[config.mk]
export PLATFORM = sky130hd
export DESIGN_NAME = pmu_top
export DESIGN_NICKNAME = d
export VERILOG_FILES = /design/src/verilog/pmu_pkg.sv /design/src/verilog/pmu_regs.sv /design/src/verilog/pmu_event_select.sv /design/src/verilog/pmu_counters.sv /design/src/verilog/pmu_interrupts.sv /design/src/verilog/pmu_top.sv
export SDC_FILE = /design/constraint.sdc
export NUM_CORES = 2
export LEC_CHECK = 0
export BUFFER_PORTS_ARGS = -buffer_cell sky130_fd_sc_hd__clkbuf_2
export CORE_ASPECT_RATIO = 1.1
export CORE_MARGIN = 5
export CORE_UTILIZATION = 40
export CTS_BUF_LIST = sky130_fd_sc_hd__clkbuf_4 sky130_fd_sc_hd__clkbuf_8
export DETAILED_ROUTE_END_ITERATION = 10
export GPL_ROUTABILITY_DRIVEN = 0
export HOLD_SLACK_MARGIN = 0.02
export PLACE_DENSITY = 0.67
export SYNTH_ARGS = -nofsm -noshare
export SYNTH_HDL_FRONTEND = slang
export SYNTH_HIERARCHICAL = 1
export SYNTH_SLANG_ARGS = --single-unit
export TNS_END_PERCENT = 30
[constraint.sdc]
create_clock -name clk_i -period 14.5 [get_ports clk_i]
set_input_delay 4.35 -clock clk_i [delete_from_list [all_inputs] [get_ports clk_i]]
set_output_delay 4.35 -clock clk_i [all_outputs]
set_load 0.05 [all_outputs]
[src/verilog/pmu_pkg.sv]
// Sizes, register map, config bits, vector types, bus and control structs, self-test modes
package pmu_pkg;

    // ------------------------------------------------
    // Sizes
    // ------------------------------------------------
    localparam int N_COUNTERS      = 8;
    localparam int N_SOC_EV        = 32;
    localparam int REG_WIDTH       = 32;
    localparam int XBAR_SEL_BITS   = $clog2(N_SOC_EV);
    localparam int CNT_IDX_BITS    = $clog2(N_COUNTERS);
    localparam int ADDR_BITS       = 4;
    localparam int SELFTEST_BITS   = 2;
    // Sum of eight full counters needs three extra carry bits
    localparam int QUOTA_SUM_WIDTH = REG_WIDTH + CNT_IDX_BITS;

    // Plain vectors
    typedef logic [REG_WIDTH-1:0]       reg_data_t;
    typedef logic [ADDR_BITS-1:0]       reg_addr_t;
    typedef logic [REG_WIDTH-1:0]       counter_t;
    typedef logic [N_COUNTERS-1:0]      counter_mask_t;
    typedef logic [N_SOC_EV-1:0]        soc_events_t;
    typedef logic [XBAR_SEL_BITS-1:0]   xbar_sel_t;
    typedef logic [QUOTA_SUM_WIDTH-1:0] quota_sum_t;

    // One selector per counter, counter 0 in the low bits
    typedef xbar_sel_t [N_COUNTERS-1:0] xbar_cfg_t;
    typedef counter_t [N_COUNTERS-1:0]  counter_array_t;

    // ------------------------------------------------
    // Register map
    // ------------------------------------------------
    localparam reg_addr_t ADDR_CFG         = 4'd0;
    // Counters sit at 1..8
    localparam reg_addr_t ADDR_CNT_BASE    = 4'd1;
    localparam reg_addr_t ADDR_OVF_MASK    = 4'd9;
    // Read only
    localparam reg_addr_t ADDR_OVF_VECT    = 4'd10;
    localparam reg_addr_t ADDR_QUOTA_MASK  = 4'd11;
    localparam reg_addr_t ADDR_QUOTA_LIMIT = 4'd12;
    localparam reg_addr_t ADDR_XBAR_LO     = 4'd13;
    localparam reg_addr_t ADDR_XBAR_HI     = 4'd14;
    localparam int        N_REGS           = 15;

    // Fields of the config word
    localparam int CFG_EN_BIT            = 0;
    localparam int CFG_SOFTRST_BIT       = 1;
    localparam int CFG_OVF_EN_BIT        = 2;
    localparam int CFG_OVF_SOFTRST_BIT   = 3;
    localparam int CFG_QUOTA_SOFTRST_BIT = 4;
    localparam int CFG_SELFTEST_LSB      = 30;

    // Event override used for bring-up checks
    typedef enum logic [SELFTEST_BITS-1:0] {
        ST_OFF        = 2'd0,
        ST_ALL_ACTIVE = 2'd1,
        ST_ALL_OFF    = 2'd2,
        ST_ONE_ON     = 2'd3
    } selftest_e;

    // ------------------------------------------------
    // Structs
    // ------------------------------------------------
    typedef struct packed {
        logic      valid;
        logic      write;
        reg_addr_t addr;
        reg_data_t wdata;
    } bus_req_t;

    typedef struct packed {
        logic      valid;
        reg_data_t rdata;
    } bus_rsp_t;

    typedef struct packed {
        logic          en;
        logic          softrst;
        logic          ovf_en;
        logic          ovf_softrst;
        logic          quota_softrst;
        selftest_e     selftest;
        counter_mask_t ovf_mask;
        counter_mask_t quota_mask;
        counter_t      quota_limit;
    } pmu_ctrl_t;

    typedef struct packed {
        logic                    valid;
        logic [CNT_IDX_BITS-1:0] index;
        counter_t                data;
    } cnt_write_t;

endpackage

[src/verilog/pmu_regs.sv]
// Register bank: host write decode, counter write request, read mux, registered read response
`timescale 1ns/1ps

module pmu_regs (
    input  logic                    clk_i,
    input  logic                    rstn_i,
    input  pmu_pkg::bus_req_t       bus_req_i,
    input  pmu_pkg::counter_array_t counters_i,
    input  pmu_pkg::counter_mask_t  ovf_vect_i,
    output pmu_pkg::pmu_ctrl_t      ctrl_o,
    output pmu_pkg::xbar_cfg_t      xbar_cfg_o,
    output pmu_pkg::cnt_write_t     cnt_wr_o,
    output pmu_pkg::bus_rsp_t       bus_rsp_o
);
    import pmu_pkg::*;

    // Software visible state
    reg_data_t     cfg_q;
    counter_mask_t ovf_mask_q;
    counter_mask_t quota_mask_q;
    counter_t      quota_limit_q;
    reg_data_t     xbar_lo_q;
    reg_data_t     xbar_hi_q;

    // Address decode
    logic          wr_en;
    logic          is_cnt;
    reg_addr_t     cnt_off;
    logic [2*REG_WIDTH-1:0] xbar_words;

    // Read path
    reg_data_t     rdata_d;
    logic          rsp_valid_q;
    reg_data_t     rsp_rdata_q;

    // Offset into the counter window, only meaningful when is_cnt
    assign cnt_off = bus_req_i.addr - ADDR_CNT_BASE;
    assign is_cnt  = (bus_req_i.addr >= ADDR_CNT_BASE) && (cnt_off < N_COUNTERS);
    // Addresses past the map are dropped
    assign wr_en   = bus_req_i.valid && bus_req_i.write && (bus_req_i.addr < N_REGS);

    // ------------------------------------------------
    // Host writes
    // ------------------------------------------------
    always_ff @(posedge clk_i) begin
        if (!rstn_i) begin
            cfg_q         <= '0;
            ovf_mask_q    <= '0;
            quota_mask_q  <= '0;
            quota_limit_q <= '0;
            xbar_lo_q     <= '0;
            xbar_hi_q     <= '0;
        end else if (wr_en) begin
            case (bus_req_i.addr)
                ADDR_CFG:         cfg_q         <= bus_req_i.wdata;
                ADDR_OVF_MASK:    ovf_mask_q    <= bus_req_i.wdata[N_COUNTERS-1:0];
                ADDR_QUOTA_MASK:  quota_mask_q  <= bus_req_i.wdata[N_COUNTERS-1:0];
                ADDR_QUOTA_LIMIT: quota_limit_q <= bus_req_i.wdata;
                ADDR_XBAR_LO:     xbar_lo_q     <= bus_req_i.wdata;
                ADDR_XBAR_HI:     xbar_hi_q     <= bus_req_i.wdata;
                // Counters go through cnt_wr_o, the overflow vector is read only
                default: ;
            endcase
        end
    end

    // Counter writes land in the counter bank on the same edge
    assign cnt_wr_o.valid = bus_req_i.valid && bus_req_i.write && is_cnt;
    assign cnt_wr_o.index = cnt_off[CNT_IDX_BITS-1:0];
    assign cnt_wr_o.data  = bus_req_i.wdata;

    // Selector 6 straddles the two crossbar words
    assign xbar_words = {xbar_hi_q, xbar_lo_q};
    assign xbar_cfg_o = xbar_words[N_COUNTERS*XBAR_SEL_BITS-1:0];

    // Control fields
    assign ctrl_o.en            = cfg_q[CFG_EN_BIT];
    assign ctrl_o.softrst       = cfg_q[CFG_SOFTRST_BIT];
    assign ctrl_o.ovf_en        = cfg_q[CFG_OVF_EN_BIT];
    assign ctrl_o.ovf_softrst   = cfg_q[CFG_OVF_SOFTRST_BIT];
    assign ctrl_o.quota_softrst = cfg_q[CFG_QUOTA_SOFTRST_BIT];
    assign ctrl_o.selftest      = selftest_e'(cfg_q[CFG_SELFTEST_LSB +: SELFTEST_BITS]);
    assign ctrl_o.ovf_mask      = ovf_mask_q;
    assign ctrl_o.quota_mask    = quota_mask_q;
    assign ctrl_o.quota_limit   = quota_limit_q;

    // ------------------------------------------------
    // Read mux and response
    // ------------------------------------------------
    always_comb begin
        rdata_d = '0;
        if (is_cnt) begin
            rdata_d = counters_i[cnt_off[CNT_IDX_BITS-1:0]];
        end else begin
            case (bus_req_i.addr)
                ADDR_CFG:         rdata_d = cfg_q;
                ADDR_OVF_MASK:    rdata_d = reg_data_t'(ovf_mask_q);
                ADDR_OVF_VECT:    rdata_d = reg_data_t'(ovf_vect_i);
                ADDR_QUOTA_MASK:  rdata_d = reg_data_t'(quota_mask_q);
                ADDR_QUOTA_LIMIT: rdata_d = quota_limit_q;
                ADDR_XBAR_LO:     rdata_d = xbar_lo_q;
                ADDR_XBAR_HI:     rdata_d = xbar_hi_q;
                default:          rdata_d = '0;
            endcase
        end
    end

    // Valid for exactly one cycle after the read edge
    always_ff @(posedge clk_i) begin
        if (!rstn_i) begin
            rsp_valid_q <= 1'b0;
            rsp_rdata_q <= '0;
        end else begin
            rsp_valid_q <= bus_req_i.valid && !bus_req_i.write;
            rsp_rdata_q <= rdata_d;
        end
    end

    assign bus_rsp_o.valid = rsp_valid_q;
    assign bus_rsp_o.rdata = rsp_rdata_q;

endmodule

[src/verilog/pmu_event_select.sv]
// Event crossbar with self-test override and registered output
`timescale 1ns/1ps

module pmu_event_select (
    input  logic                   clk_i,
    input  logic                   rstn_i,
    input  pmu_pkg::soc_events_t   events_i,
    input  pmu_pkg::xbar_cfg_t     xbar_cfg_i,
    input  pmu_pkg::selftest_e     selftest_i,
    output pmu_pkg::counter_mask_t sel_events_o
);
    import pmu_pkg::*;

    counter_mask_t routed;
    counter_mask_t sel_d;
    counter_mask_t sel_q;

    // ------------------------------------------------
    // Crossbar
    // ------------------------------------------------
    // One 32:1 mux per counter
    always_comb begin
        for (int i = 0; i < N_COUNTERS; i++) begin
            routed[i] = events_i[xbar_cfg_i[i]];
        end
    end

    // Self-test replaces the routed events
    always_comb begin
        case (selftest_i)
            ST_ALL_ACTIVE: sel_d = '1;
            ST_ALL_OFF:    sel_d = '0;
            // Only counter 0 sees an event
            ST_ONE_ON:     sel_d = counter_mask_t'(1);
            default:       sel_d = routed;
        endcase
    end

    // ------------------------------------------------
    // Output stage
    // ------------------------------------------------
    // Cuts the path from the SoC lines into the counter adders
    always_ff @(posedge clk_i) begin
        if (!rstn_i) begin
            sel_q <= '0;
        end else begin
            sel_q <= sel_d;
        end
    end

    assign sel_events_o = sel_q;

endmodule

[src/verilog/pmu_counters.sv]
// Counter bank: enable, soft reset, host writes and wrap pulses
`timescale 1ns/1ps

module pmu_counters (
    input  logic                    clk_i,
    input  logic                    rstn_i,
    input  logic                    en_i,
    input  logic                    softrst_i,
    input  pmu_pkg::cnt_write_t     cnt_wr_i,
    input  pmu_pkg::counter_mask_t  sel_events_i,
    output pmu_pkg::counter_array_t counters_o,
    output pmu_pkg::counter_mask_t  wrap_o
);
    import pmu_pkg::*;

    counter_array_t cnt_q;
    counter_array_t cnt_d;
    counter_mask_t  wrap_q;
    counter_mask_t  wrap_d;

    // ------------------------------------------------
    // Next state
    // ------------------------------------------------
    always_comb begin
        cnt_d  = cnt_q;
        wrap_d = '0;
        for (int i = 0; i < N_COUNTERS; i++) begin
            if (softrst_i) begin
                // Held clear for as long as the bit stays set
                cnt_d[i] = '0;
            end else if (cnt_wr_i.valid && (cnt_wr_i.index == CNT_IDX_BITS'(i))) begin
                // Host value wins over an event in the same cycle
                cnt_d[i] = cnt_wr_i.data;
            end else if (en_i && sel_events_i[i]) begin
                cnt_d[i]  = cnt_q[i] + counter_t'(1);
                // All ones rolls over to zero
                wrap_d[i] = &cnt_q[i];
            end
        end
    end

    // ------------------------------------------------
    // State
    // ------------------------------------------------
    always_ff @(posedge clk_i) begin
        if (!rstn_i) begin
            cnt_q <= '0;
        end else begin
            cnt_q <= cnt_d;
        end
    end

    // Wrap pulse lasts the one cycle after the rollover edge
    always_ff @(posedge clk_i) begin
        if (!rstn_i) begin
            wrap_q <= '0;
        end else begin
            wrap_q <= wrap_d;
        end
    end

    assign counters_o = cnt_q;
    assign wrap_o     = wrap_q;

endmodule

[src/verilog/pmu_interrupts.sv]
// Sticky overflow vector, masked overflow interrupt and quota interrupt
`timescale 1ns/1ps

module pmu_interrupts (
    input  logic                    clk_i,
    input  logic                    rstn_i,
    input  pmu_pkg::pmu_ctrl_t      ctrl_i,
    input  pmu_pkg::counter_array_t counters_i,
    input  pmu_pkg::counter_mask_t  wrap_i,
    output pmu_pkg::counter_mask_t  ovf_vect_o,
    output logic                    intr_overflow_o,
    output logic                    intr_quota_o
);
    import pmu_pkg::*;

    counter_mask_t ovf_vect_q;
    quota_sum_t    quota_sum;
    logic          quota_armed;
    logic          quota_hit;
    logic          quota_q;

    // ------------------------------------------------
    // Overflow
    // ------------------------------------------------
    // Bits collect wrap pulses until software clears them
    always_ff @(posedge clk_i) begin
        if (!rstn_i) begin
            ovf_vect_q <= '0;
        end else if (ctrl_i.ovf_softrst) begin
            ovf_vect_q <= '0;
        end else if (ctrl_i.ovf_en) begin
            ovf_vect_q <= ovf_vect_q | wrap_i;
        end
    end

    assign ovf_vect_o = ovf_vect_q;
    // Straight from registers, no extra stage
    assign intr_overflow_o = |(ovf_vect_q & ctrl_i.ovf_mask);

    // ------------------------------------------------
    // Quota
    // ------------------------------------------------
    // Adder tree over the selected counters
    always_comb begin
        quota_sum = '0;
        for (int i = 0; i < N_COUNTERS; i++) begin
            if (ctrl_i.quota_mask[i]) begin
                quota_sum = quota_sum + quota_sum_t'(counters_i[i]);
            end
        end
    end

    // A zero limit means no quota is programmed
    assign quota_armed = |ctrl_i.quota_limit;
    assign quota_hit   = quota_armed && (quota_sum >= quota_sum_t'(ctrl_i.quota_limit));

    // Sticky until the quota soft reset
    always_ff @(posedge clk_i) begin
        if (!rstn_i) begin
            quota_q <= 1'b0;
        end else if (ctrl_i.quota_softrst) begin
            quota_q <= 1'b0;
        end else if (quota_hit) begin
            quota_q <= 1'b1;
        end
    end

    assign intr_quota_o = quota_q;

endmodule

[src/verilog/pmu_top.sv]
// PMU top level connecting register bank, event select, counter bank and interrupt unit
`timescale 1ns/1ps

module pmu_top (
    input  logic                  clk_i,
    input  logic                  rstn_i,
    input  pmu_pkg::bus_req_t     bus_req_i,
    input  pmu_pkg::soc_events_t  events_i,
    output pmu_pkg::bus_rsp_t     bus_rsp_o,
    output logic                  intr_overflow_o,
    output logic                  intr_quota_o
);
    import pmu_pkg::*;

    // Decoded register state
    pmu_ctrl_t      ctrl;
    xbar_cfg_t      xbar_cfg;
    cnt_write_t     cnt_wr;

    // Datapath between the units
    counter_mask_t  sel_events;
    counter_array_t counters;
    counter_mask_t  wrap;
    counter_mask_t  ovf_vect;

    // ------------------------------------------------
    // Input side
    // ------------------------------------------------
    pmu_regs u_regs (
        .clk_i      (clk_i),
        .rstn_i     (rstn_i),
        .bus_req_i  (bus_req_i),
        .counters_i (counters),
        .ovf_vect_i (ovf_vect),
        .ctrl_o     (ctrl),
        .xbar_cfg_o (xbar_cfg),
        .cnt_wr_o   (cnt_wr),
        .bus_rsp_o  (bus_rsp_o)
    );

    pmu_event_select u_event_select (
        .clk_i        (clk_i),
        .rstn_i       (rstn_i),
        .events_i     (events_i),
        .xbar_cfg_i   (xbar_cfg),
        .selftest_i   (ctrl.selftest),
        .sel_events_o (sel_events)
    );

    // Counting, two edges behind events_i
    pmu_counters u_counters (
        .clk_i        (clk_i),
        .rstn_i       (rstn_i),
        .en_i         (ctrl.en),
        .softrst_i    (ctrl.softrst),
        .cnt_wr_i     (cnt_wr),
        .sel_events_i (sel_events),
        .counters_o   (counters),
        .wrap_o       (wrap)
    );

    // ------------------------------------------------
    // Output side
    // ------------------------------------------------
    pmu_interrupts u_interrupts (
        .clk_i           (clk_i),
        .rstn_i          (rstn_i),
        .ctrl_i          (ctrl),
        .counters_i      (counters),
        .wrap_i          (wrap),
        .ovf_vect_o      (ovf_vect),
        .intr_overflow_o (intr_overflow_o),
        .intr_quota_o    (intr_quota_o)
    );

endmodule

==> results.md <==
* Starting density of the core at between 40% and 50%
* Worst hold slack at 0.457 ns
* Worst skew pair latency at 0.72 ns
* Grt ovf at 0
* Reg clk slew, reported paths at 0.06 ns
* Total core area at around 100000 sq um
* Post-Syn Nets at 5648
* Synth top cells by count: 614 x nand2_1, 458 x dfxtp_1, 417 x a21oi_1
* WL per Instance at 26.2 um
* WP data required at about 15 ns
* Layout cells sized above 1 at 16.9%
* Internal Power at 2100 uW
* WS Path Type: register to register
* Most frequent cell after synthesis: nand2_1
* # Max-Cap Violations at 0
* Logic pwr share at a little under an eighth
* H-tree depth at 3
* Number of global-route vias before repair at roughly 40000
* Synth top area share at 21.8%
* Drt pass-1 iters at 9
* Final Max Tran Viols at 0
* Synth Warn # at 6
* GR Util All Layers at 29.9%
* Final WL at 179 mm
* Io pins at ~110
* RR Startpoint: u_regs/quota_mask_q[0]
* Via count at 44323
* Depth of the worst register-to-register path at 71
* Async SR Flop Fraction at 0%
* Ys flop type: dfxtp_1
* Initial DRC Count at 6146
* Hold buffer count at CTS at 0
* Fin. Hold Viols at 0
* Area delta synth->final at 12.3%
* CP Launch Type: register
* Critical Path AT at 14.49 ns
* Routed Antenna Nets at 0
* Final Setup Violations at 0
* Root buffer cell: clkbuf_8
* Hold depth at 2
* Dpl ws at -0.0782 ns
* Final min period at 13.96 ns
* DRC Markers at 0
* Clk pwr share at 43.6%
* PortBufs at 106
* Rows at 124
* Worst slew margin at 14.9%
* Final Util at between 40 and 50%
* R2R Path End: u_interrupts/intr_quota_o
* Synth Cell Area at between 40000 and 50000 sq um
* Top post-synthesis cells by area: dfxtp_1 22%, ha_1 8.8%, nand2_1 5.5%
* Layout Cells excl Fill at 6827
* Net Switching at 846 uW
* FMAX at 0.0716 GHz
* Number of synthesized flops with an enable pin at 0
* Die Ht at 350 um
* Setup TNS at 0 ns
* Power per standard cell area at approximately 62 nW/um^2
* Post-synth cell types at 110
* Tcrit/Tclk final at 96.3%
* First-pass GRT wire length at 258 mm
* Slowest CP cell: or3b_4
* Hold_sp: u_regs/xbar_hi_q[21]
* Placed instance count at 6668
* Area leader, netlist: dfxtp_1
* Vias per inst at 6.49
* Critical path endpoint category: register
* Initial antenna violation count at 5
* TritonCTS Sinks at 458
* Switching Fraction at between 20 and 30%
* Final Skew at 0.0377 ns
* Worst Tran Pin Value at approximately 1.3 ns
* Final Worst Setup Slack at 0.540 ns
* Worst hold endpoint: u_regs/xbar_hi_q[21]
* CTS tree: yes
* Status: finished clean
* HP Class: register to register
* DPL Wire Length at 132 mm
* Post-synthesis sequential area ratio at 21.8%
* Largest net degree at the start of global routing at approximately 160
* Flop2flop setup slack at approximately 0.54 ns
* Leakage power at 0.0186 uW
* Die area at around 110000 sq um
* Nets@finish at 5753
* Crit path largest cell delay at 0.41 ns
* Cells after Synth at ~5300
* Sequential cell fraction of total power at 44.6%
* Seq cells post-synth at approximately 460
* Num CTS Buffers at 73
* CTS Buffer Depth at 3
* DIE WIDTH at between 300 and 400 um
* VDD IR max at roughly 0.000088 V
* Mapped Avg Cell Area at ~8.0 sq um
* Critical path peak fanout at 5
==> layout make-up <==
| class | count | area (sq um) |
|---|---|---|
| clock buffer | 112 | 1450 |
| fill | 10211 | 56900 |
| multi-input combinational | 4319 | 31500 |
| inverter | 166 | 623 |
| clock inverter | 18 | 201 |
| sequential | 458 | 9180 |
| tap | 1386 | 1730 |
| timing repair buffer | 360 | 2470 |
| antenna | 8 | 20.0 |
==> metrics by stage <==
stage	total power, uW	instance area [sq um]
3_3_place_gp	1660	44600
3_5_place_dp	1670	44600
6_report	2950	47200
4_1_cts	2930	46300
5_1_grt	3020	47200
2_1_floorplan	1530	42000
==> registers in the layout (all words and copies together), names as in the netlist, 32 cells and up <==
name / flops
u_regs/cfg_q: 32
u_counters/counters_o: 256
u_regs/xbar_lo_q: 32
u_regs/xbar_hi_q: 32
u_regs/rsp_rdata_q: 32
u_regs/quota_limit_q: 32
==> routing by layer <==
layer / up-vias / wire, um / GRT usage (%)
met2: 2929 / 74300 / 45.0
met1: 20975 / 65600 / 36.8
li1: 19655 / - / -
met3: 762 / 20500 / 6.65
met5: - / 13 / 0
met4: 2 / 18300 / 24.7
==> worst max-delay path by stage <==
stage / startpoint / endpoint / slack, ns / depth (start not counted)
finish: u_regs/quota_mask_q[0] / u_interrupts/intr_quota_o / 0.54 / 71
global route: u_regs/quota_mask_q[0] / u_interrupts/intr_quota_o / -0.15 / 70
CTS: u_regs/quota_mask_q[0] / u_interrupts/intr_quota_o / 0.005 / 70
detailed placement: u_regs/quota_mask_q[0] / u_interrupts/intr_quota_o / -0.08 / 74
global placement: u_regs/quota_mask_q[0] / u_interrupts/intr_quota_o / 0.12 / 74
floorplan: u_regs/quota_mask_q[0] / u_interrupts/intr_quota_o / 0.85 / 73
==> worst max-delay path: cells and delay by family (launching register included) <==
| kind | cells | cell delay (ns) |
|---|---|---|
| compound gates | 33 | 5.99 |
| buf+inv | 2 | 0.33 |
| flops | 1 | 0.34 |
| fa+ha+maj | 9 | 2.76 |
| mux | 1 | 0.32 |
| simple gates | 18 | 2.74 |
| xor+xnor | 8 | 1.31 |
==> repair_timing <==
| item | CTS | global route |
|---|---|---|
| pin swaps | 0 | 68 |
| gates resized for setup | 5 | 176 |
| endpoints found under the setup margin | 1 | 1 |
| setup buffers | 0 | 21 |
==> power groups by stage <==
stage / combinational [uW] / clock [uW] / sequential, uW
2_1_floorplan: 200 / 0 / 1330
3_3_place_gp: 322 / 0 / 1340
3_5_place_dp: 326 / 0 / 1340
4_1_cts: 327 / 1290 / 1310
5_1_grt: 357 / 1340 / 1320
6_report: 347 / 1290 / 1320
==> logic make-up (layout without fill, tap and decap cells) <==
kind of cell / count (synthesis) / after routing / synth area share (%)
and+or+nand+nor: 1726 / 1726 / 20.3
xor gates and xnor gates: 425 / 425 / 8.93
DFF: 458 / 458 / 21.8
muxes: 302 / 302 / 10.6
other: 0 / 8 / 0
buffers and inverters: 496 / 656 / 5.21
AOI/OAI and AO/OA: 1563 / 1563 / 24.1
adders and majority gates: 303 / 303 / 9.15
==> placed cells by master (no fill, tap or decap), types with 111 or more instances in the layout <==
| master | instances |
|---|---|
| inv_1 | 157 |
| a21oi_1 | 394 |
| nand2_1 | 604 |
| dfxtp_1 | 451 |
| a21boi_1 | 111 |
| buf_4 | 253 |
| ha_1 | 269 |
| nand4_1 | 130 |
| nor2_1 | 354 |
| xnor2_1 | 199 |
| a21o_1 | 118 |
| o21ai_0 | 297 |
| xor2_1 | 218 |
| nand3_1 | 187 |
Note: power is estimated with default switching activity, not from simulation.
